`src/hdl/grant_pkg.sv`:
```
package grant_pkg;

  // ----------------------------------------------------------------------
  // Grant side of the allocator
  // ----------------------------------------------------------------------

  // Number of grant slots filled in a single cycle
  localparam int NUM_GRANT = 2;

  // Priority direction of the encoder
  // With 0 the requester at index 0 wins over all others
  // With 1 the highest index wins instead
  localparam bit PRIORITY_MSB_FIRST = 1'b0;

  // One valid strobe per grant slot
  // Bit 0 belongs to slot 0, which always takes the stronger requester
  typedef logic [NUM_GRANT-1:0] grant_vld_t;

endpackage

```
`src/hdl/req_pkg.sv`:
```
package req_pkg;

  // ----------------------------------------------------------------------
  // Requester side of the allocator
  // ----------------------------------------------------------------------

  // Number of requesters that compete for grants
  localparam int NUM_REQ = 8;

  // Width of a binary requester number
  localparam int REQ_IDX_W = $clog2(NUM_REQ);

  // One bit per requester
  // Carries request levels, eligible requests, busy flags and onehot grants
  typedef logic [NUM_REQ-1:0] req_vec_t;

  // Binary requester number as seen on grant and release ports
  typedef logic [REQ_IDX_W-1:0] req_idx_t;

endpackage

```
`src/hdl/alloc_top.sv`:
```
`timescale 1ns/1ps

// Request allocator
// Grants up to two of eight requesters per cycle in fixed priority order
// A granted requester stays busy until a release strobe names it
module alloc_top (
  input  logic                  clk,
  input  logic                  rst,
  input  req_pkg::req_vec_t     req,
  input  logic                  rel_vld,
  input  req_pkg::req_idx_t     rel_idx,
  output grant_pkg::grant_vld_t grant_vld,
  output req_pkg::req_idx_t     grant_idx0,
  output req_pkg::req_idx_t     grant_idx1,
  output req_pkg::req_vec_t     busy
);

  // ----------------------------------------------------------------------
  // Internal wires
  // ----------------------------------------------------------------------

  // Requests that are neither busy nor granted in the current cycle
  req_pkg::req_vec_t eligible;
  // Onehot winners of the encoder, one vector per grant slot
  req_pkg::req_vec_t [grant_pkg::NUM_GRANT-1:0] winners;
  // Registered union of both grant slots
  req_pkg::req_vec_t granted;

  // Busy flags and request masking
  busy_tracker u_busy_tracker (
    .clk      (clk),
    .rst      (rst),
    .req      (req),
    .new_busy (granted),
    .pending  (granted),
    .rel_vld  (rel_vld),
    .rel_idx  (rel_idx),
    .eligible (eligible),
    .busy     (busy)
  );

  // Picks the two strongest eligible requesters in the same cycle
  priority_encoder #(
    .num_requesters       (req_pkg::NUM_REQ),
    .num_results          (grant_pkg::NUM_GRANT),
    .msb_highest_priority (grant_pkg::PRIORITY_MSB_FIRST)
  ) u_priority_encoder (
    .in  (eligible),
    .out (winners)
  );

  // Registers the winners and drives the grant strobes
  grant_issue u_grant_issue (
    .clk        (clk),
    .rst        (rst),
    .onehot0    (winners[0]),
    .onehot1    (winners[1]),
    .granted    (granted),
    .grant_vld  (grant_vld),
    .grant_idx0 (grant_idx0),
    .grant_idx1 (grant_idx1)
  );

endmodule

```
`src/hdl/busy_tracker.sv`:
```
`timescale 1ns/1ps

// Keeps one busy flag per requester and masks requests that may not be granted
// A flag is set by the registered grant union and cleared by a release strobe
module busy_tracker (
  input  logic              clk,
  input  logic              rst,
  input  req_pkg::req_vec_t req,
  input  req_pkg::req_vec_t new_busy,
  input  req_pkg::req_vec_t pending,
  input  logic              rel_vld,
  input  req_pkg::req_idx_t rel_idx,
  output req_pkg::req_vec_t eligible,
  output req_pkg::req_vec_t busy
);

  // Registered busy flags
  req_pkg::req_vec_t busy_q;
  // Onehot form of the release strobe, zero when no release is present
  req_pkg::req_vec_t rel_dec;

  // ----------------------------------------------------------------------
  // Release decode
  // ----------------------------------------------------------------------

  always_comb begin
    rel_dec = '0;
    if (rel_vld) begin
      rel_dec[rel_idx] = 1'b1;
    end
  end

  // ----------------------------------------------------------------------
  // Busy flags
  // ----------------------------------------------------------------------

  // The release only acts on flags that are already set, so a release of
  // an idle requester leaves it idle, and a grant still in flight wins
  always_ff @(posedge clk) begin
    if (rst) begin
      busy_q <= '0;
    end else begin
      busy_q <= (busy_q & ~rel_dec) | new_busy;
    end
  end

  // A grant shown this cycle has not reached busy_q yet
  // Masking pending as well closes that one cycle gap
  assign eligible = req & ~busy_q & ~pending;

  assign busy = busy_q;

endmodule

```
`src/hdl/grant_issue.sv`:
```
`timescale 1ns/1ps

// Registers the onehot grant vectors from the encoder
// Each slot is presented as a valid strobe and a binary requester number
module grant_issue (
  input  logic                  clk,
  input  logic                  rst,
  input  req_pkg::req_vec_t     onehot0,
  input  req_pkg::req_vec_t     onehot1,
  output req_pkg::req_vec_t     granted,
  output grant_pkg::grant_vld_t grant_vld,
  output req_pkg::req_idx_t     grant_idx0,
  output req_pkg::req_idx_t     grant_idx1
);

  // Registered onehot grants, zero in any cycle without a grant
  req_pkg::req_vec_t onehot0_q;
  req_pkg::req_vec_t onehot1_q;

  // Turns a onehot vector into the number of its set bit
  // An all zero vector gives zero, which the valid bit qualifies
  function automatic req_pkg::req_idx_t onehot_to_idx(input req_pkg::req_vec_t vec);
    req_pkg::req_idx_t idx;
    idx = '0;
    for (int i = 0; i < req_pkg::NUM_REQ; i++) begin
      if (vec[i]) begin
        idx = idx | req_pkg::req_idx_t'(i);
      end
    end
    return idx;
  endfunction

  // ----------------------------------------------------------------------
  // Grant registers
  // ----------------------------------------------------------------------

  // Winners of the encoder are captured at every edge and shown for one cycle
  always_ff @(posedge clk) begin
    if (rst) begin
      onehot0_q <= '0;
      onehot1_q <= '0;
    end else begin
      onehot0_q <= onehot0;
      onehot1_q <= onehot1;
    end
  end

  // ----------------------------------------------------------------------
  // Outputs
  // ----------------------------------------------------------------------

  // Slot 1 is only ever filled when slot 0 is filled as well
  assign grant_vld = {|onehot1_q, |onehot0_q};

  assign grant_idx0 = onehot_to_idx(onehot0_q);
  assign grant_idx1 = onehot_to_idx(onehot1_q);

  // Union of both slots, fed back as pending mask and as busy set
  assign granted = onehot0_q | onehot1_q;

endmodule

```
`src/hdl/priority_encoder.sv`:
```
`timescale 1ns/1ps

// Multi-result priority encoder
// Result 0 holds the strongest active input bit, result 1 the next one and so on
// Every result is onehot or all zero and no two results share a bit
module priority_encoder #(
  // Number of input bits, kept equal to the requester count of the design
  parameter int num_requesters = req_pkg::NUM_REQ,
  // Number of onehot results produced per evaluation
  parameter int num_results = 1,
  // When set the highest index is the strongest input
  parameter bit msb_highest_priority = 1'b0
) (
  input  req_pkg::req_vec_t                   in,
  output req_pkg::req_vec_t [num_results-1:0] out
);

  // Internal view of the vectors in which bit 0 is always the strongest
  logic [num_requesters-1:0] in_int;
  logic [num_requesters-1:0] out_int [num_results];

  // Running union of the bits already claimed by earlier results
  logic [num_requesters-1:0] taken;
  // Input left over for the result under evaluation
  logic [num_requesters-1:0] masked;

  // ----------------------------------------------------------------------
  // Input orientation
  // ----------------------------------------------------------------------

  always_comb begin
    for (int i = 0; i < num_requesters; i++) begin
      if (msb_highest_priority) begin
        // Mirror the vector so the old top bit lands on bit 0
        in_int[i] = in[num_requesters-1-i];
      end else begin
        in_int[i] = in[i];
      end
    end
  end

  // ----------------------------------------------------------------------
  // Search, one pass per result
  // ----------------------------------------------------------------------

  always_comb begin
    taken = '0;
    masked = '0;
    for (int r = 0; r < num_results; r++) begin
      // Drop every bit that a stronger result already owns
      masked = in_int & ~taken;
      // Adding one to the inverted vector carries up to the lowest set bit
      // and the AND then keeps only that bit
      out_int[r] = masked & (~masked + num_requesters'(1));
      taken = taken | out_int[r];
    end
  end

  // ----------------------------------------------------------------------
  // Output orientation
  // ----------------------------------------------------------------------

  always_comb begin
    for (int r = 0; r < num_results; r++) begin
      for (int j = 0; j < num_requesters; j++) begin
        if (msb_highest_priority) begin
          // Undo the mirroring applied on the input side
          out[r][j] = out_int[r][num_requesters-1-j];
        end else begin
          out[r][j] = out_int[r][j];
        end
      end
    end
  end

endmodule

```
`config.mk`:
```
export PLATFORM = sky130hd
export DESIGN_NAME = alloc_top
export DESIGN_NICKNAME = d
export VERILOG_FILES = /design/src/hdl/grant_pkg.sv /design/src/hdl/req_pkg.sv /design/src/hdl/alloc_top.sv /design/src/hdl/busy_tracker.sv /design/src/hdl/grant_issue.sv /design/src/hdl/priority_encoder.sv
export SDC_FILE = /design/constraint.sdc
export NUM_CORES = 1
export LEC_CHECK = 0
export ABC_AREA = 1
export BUFFER_PORTS_ARGS = -buffer_cell sky130_fd_sc_hd__buf_2
export CAP_MARGIN = 20
export CORE_ASPECT_RATIO = 0.7
export CORE_MARGIN = 2
export CORE_UTILIZATION = 47
export CTS_CLUSTER_DIAMETER = 40
export DETAILED_ROUTE_END_ITERATION = 7
export PLACE_DENSITY = 0.74
export SETUP_SLACK_MARGIN = 0.3
export SYNTH_ARGS = -nofsm -noshare
export SYNTH_HDL_FRONTEND = slang
export SYNTH_SLANG_ARGS = --single-unit
```
`constraint.sdc`:
```
create_clock -name clk -period 1.12 [get_ports clk]
set_input_delay 0.112 -clock clk [delete_from_list [all_inputs] [get_ports clk]]
set_output_delay 0.112 -clock clk [all_outputs]
set_load 0.01 [all_outputs]
```
==> impl_metrics.env <==
export IMPL_slew_viol_final=0
export IMPL_place_inst=230
export IMPL_max_freq_mhz=729
export IMPL_die_area_um2=3050
export IMPL_syn_cell_area_um2=1230
export IMPL_tritoncts="built"
export IMPL_cp_slowest_stage_delay_ps=360
export IMPL_total_power_mw=2.61
export IMPL_comb_power_share_pct=43.5
export IMPL_drc=0
export IMPL_syn_num_nets=171
export IMPL_hold_path_class="input port to register"
export IMPL_critPathMaxFanout=2
export IMPL_ys_ff_latch=23
export IMPL_cp_top_family="buffers and inverters"
export IMPL_switching_share_pct=36.9
export IMPL_switching_power_mw=0.963
export IMPL_power_leakage_nw=0.959
export IMPL_htreeDepth=1
export IMPL_finalWeightedCongestion=0.899
export IMPL_rsz0062_at_grt="yes"
export IMPL_grt_max_degree=13
export IMPL_coreArea_um2=2480
export IMPL_clockPowerShare_pct=19.5
export IMPL_critical_path_class="register to output pin"
export IMPL_setup_viol=18
export IMPL_tightest_slew_ps=259
export IMPL_clkLatencyLatePin_ps=260
export IMPL_setup_slack_ps=-251
export IMPL_ys_warn_count=0
export IMPL_wl_per_cell_um=18.1
export IMPL_hold_viol=0
export IMPL_die_x_um=65.2
export IMPL_netlist_instances=157
export IMPL_worst_path_max_delay_cell="dfxtp_4"
export IMPL_start_util_pct=49.7
export IMPL_crit_path_end_kind="output pin"
export IMPL_violations="negative setup slack"
export IMPL_cts_max_path_buffers=2
export IMPL_multi_input_area_um2=912
export IMPL_io_pins=30
export IMPL_ys_seq_area_share_pct=37.4
export IMPL_track_usage_pct=25.6
export IMPL_path_buf_inv=3
export IMPL_diodes=0
export IMPL_cts_inserted_buffers=3
export IMPL_internal_power_mw=1.65
export IMPL_fin_crit_ps=1370
export IMPL_maxCapViolCount=0
export IMPL_fin_cells=253
export IMPL_final_nets=234
export IMPL_cp_cell_sequence="buf_6, buf_4, nor2_2, nand3_1, buf_2"
export IMPL_cts_root_buf="clkbuf_8"
export IMPL_dpl_hpwl_mm=2.56
export IMPL_ctsHoldBuffers=0
export IMPL_first_pass_iters=4
export IMPL_status="complete, but fails checks"
export IMPL_fin_area_um2=2100
export IMPL_sequentialPowerShare_pct=37.0
export IMPL_grt_pass1_wl_mm=5.71
export IMPL_drive_gt1_share_pct=71.7
export IMPL_placed_cell_area_um2=1550
export IMPL_die_h_um=46.8
export IMPL_detail_route_iter0_violations=74
export IMPL_grt_pass1_vias=1202
export IMPL_skew_ps=2.49
export IMPL_cp_start_kind="register"
export IMPL_yosysUniqueCellTypes=26
export IMPL_via_per_inst=5.51
export IMPL_cts_sinks=23
export IMPL_arrival_ps=1260
export IMPL_peakVddDrop_mv=1.09
export IMPL_fillers=136
export IMPL_p_per_area_nw_per_um2=1240
export IMPL_synthToLayoutAreaGrowth_pct=70.7
export IMPL_cts_clk_slew_worst_paths_ps=80
export IMPL_final_period_utilization_pct=122
export IMPL_overflow=0
export IMPL_detail_route_antenna_nets=0
export IMPL_antenna_found_initial=0
export IMPL_rows=15
export IMPL_vias=1395
export IMPL_synth_area_per_cell_um2=7.84
export IMPL_tns_ps=-2180
export IMPL_drt_wl_total_mm=4.58
export IMPL_regArea_um2=515
export IMPL_io_buffer_count=29
export IMPL_slew_headroom_pct=82.7
export IMPL_cp_data_required_time_ps=1010
==> area by class of cell <==
cell class	instances	share of cell area [%]
clock buffers	4	2.14
inverters	23	4.46
multi-input cells	109	43.4
flip-flops and latches	23	24.5
well taps	34	2.02
repair buffers	60	23.5
==> flip-flops by register name, summed over array words and instances, names as in the netlist <==
register and count:
u_busy_tracker.busy 8, u_grant_issue.onehot0_q 8, u_grant_issue.onehot1_q 7
==> worst reg2reg max path, stage by stage, from the launching register on <==
cell and delay, ps:
dfxtp_4 360, buf_4 130, inv_1 60, nand2_1 90, nor2_2 60, nor2_2 170
nand2_2 130, nand2_4 100, nand3_2 80, nor3_2 100
==> timing repair <==
action,CTS,global route
gates cloned,0,0
pin swaps,13,16
gates resized for setup,63,33
setup endpoints to repair,31,37
buffers inserted,7,12
==> final timing paths <==
kind                            depth (start not counted)                         end                       start  slack, ps
worst max-delay path                                    5               grant_idx0[0]  u_grant_issue.onehot0_q[1]       -250
worst min-delay path                                    3  u_grant_issue.onehot0_q[4]                      req[4]        140
worst max register to register                          9  u_grant_issue.onehot1_q[7]  u_grant_issue.onehot0_q[1]       -220
worst min register to register                          1  u_grant_issue.onehot0_q[4]      u_busy_tracker.busy[4]        470
==> synthesized netlist by cell type (all sizes together) <==
cell / instances / share of area (%)
nand2: 32 / 14
nor2: 32 / 16
dfxtp: 23 / 37
inv: 23 / 7.0
nand3: 10 / 5.3
nor3: 9 / 4.9
a21oi: 7 / 3.8
nor4: 6 / 3.6
o21ai: 6 / 2.4
nand4: 3 / 1.5
clkbuf: 2 / 1.4
a31oi: 1 / 0.51
nor3b: 1 / 1.0
o31ai: 1 / 0.61
or2: 1 / 0.51
==> cells by family (layout without fill, tap and decap cells) <==
| logic type | count (synthesis) | after routing | synth area share, % |
|---|---|---|---|
| and+or+nand+nor | 94 | 94 | 46.8 |
| buffers and inverters | 25 | 87 | 8.43 |
| DFF | 23 | 23 | 37.4 |
| AOI/OAI and AO/OA | 15 | 15 | 7.32 |
==> layout by cell type, fill, tap and decap left out, types with 3 or more instances in the layout <==
cell type	count
a21oi_1	4
buf_2	19
buf_4	17
buf_6	24
clkbuf_8	3
dfxtp_1	3
dfxtp_2	8
dfxtp_4	12
inv_1	15
inv_2	5
inv_4	3
nand2_1	16
nand2_2	5
nand2_4	10
nand3_2	6
nand4_1	3
nor2_1	9
nor2_2	8
nor2_4	13
nor3_2	8
nor4_2	4
o21ai_0	6
==> power by group through the flow <==
stage,logic [mW],clock network (mW),registers [mW]
2_1_floorplan,0.494,0,0.962
3_3_place_gp,0.730,0,0.957
3_5_place_dp,0.743,0,0.961
4_1_cts,0.922,0.508,0.959
5_1_grt,1.19,0.531,0.974
6_report,1.14,0.510,0.967
==> routing by layer <==
layer  up-vias  global-route usage (%)  part of all wire (%)
li1        637                       -                     -
met1       660                    34.8                    41
met2        81                    43.9                    47
met3        17                    5.52                   8.9
met4         0                    3.75                   2.5
met5         -                       0                     0
==> metrics by stage <==
| step | hold slack, ps | util [%] | worst slack, ps |
|---|---|---|---|
| global placement | 374 | 62.4 | -12.5 |
| CTS | 103 | 76.2 | -177 |
| floorplan | 265 | - | 82.5 |
| global route | 150 | 84.8 | -274 |
| finish | 142 | 84.8 | -251 |
| detailed placement | 380 | 62.4 | -44.8 |
Note: power is estimated with default switching activity, not from simulation.
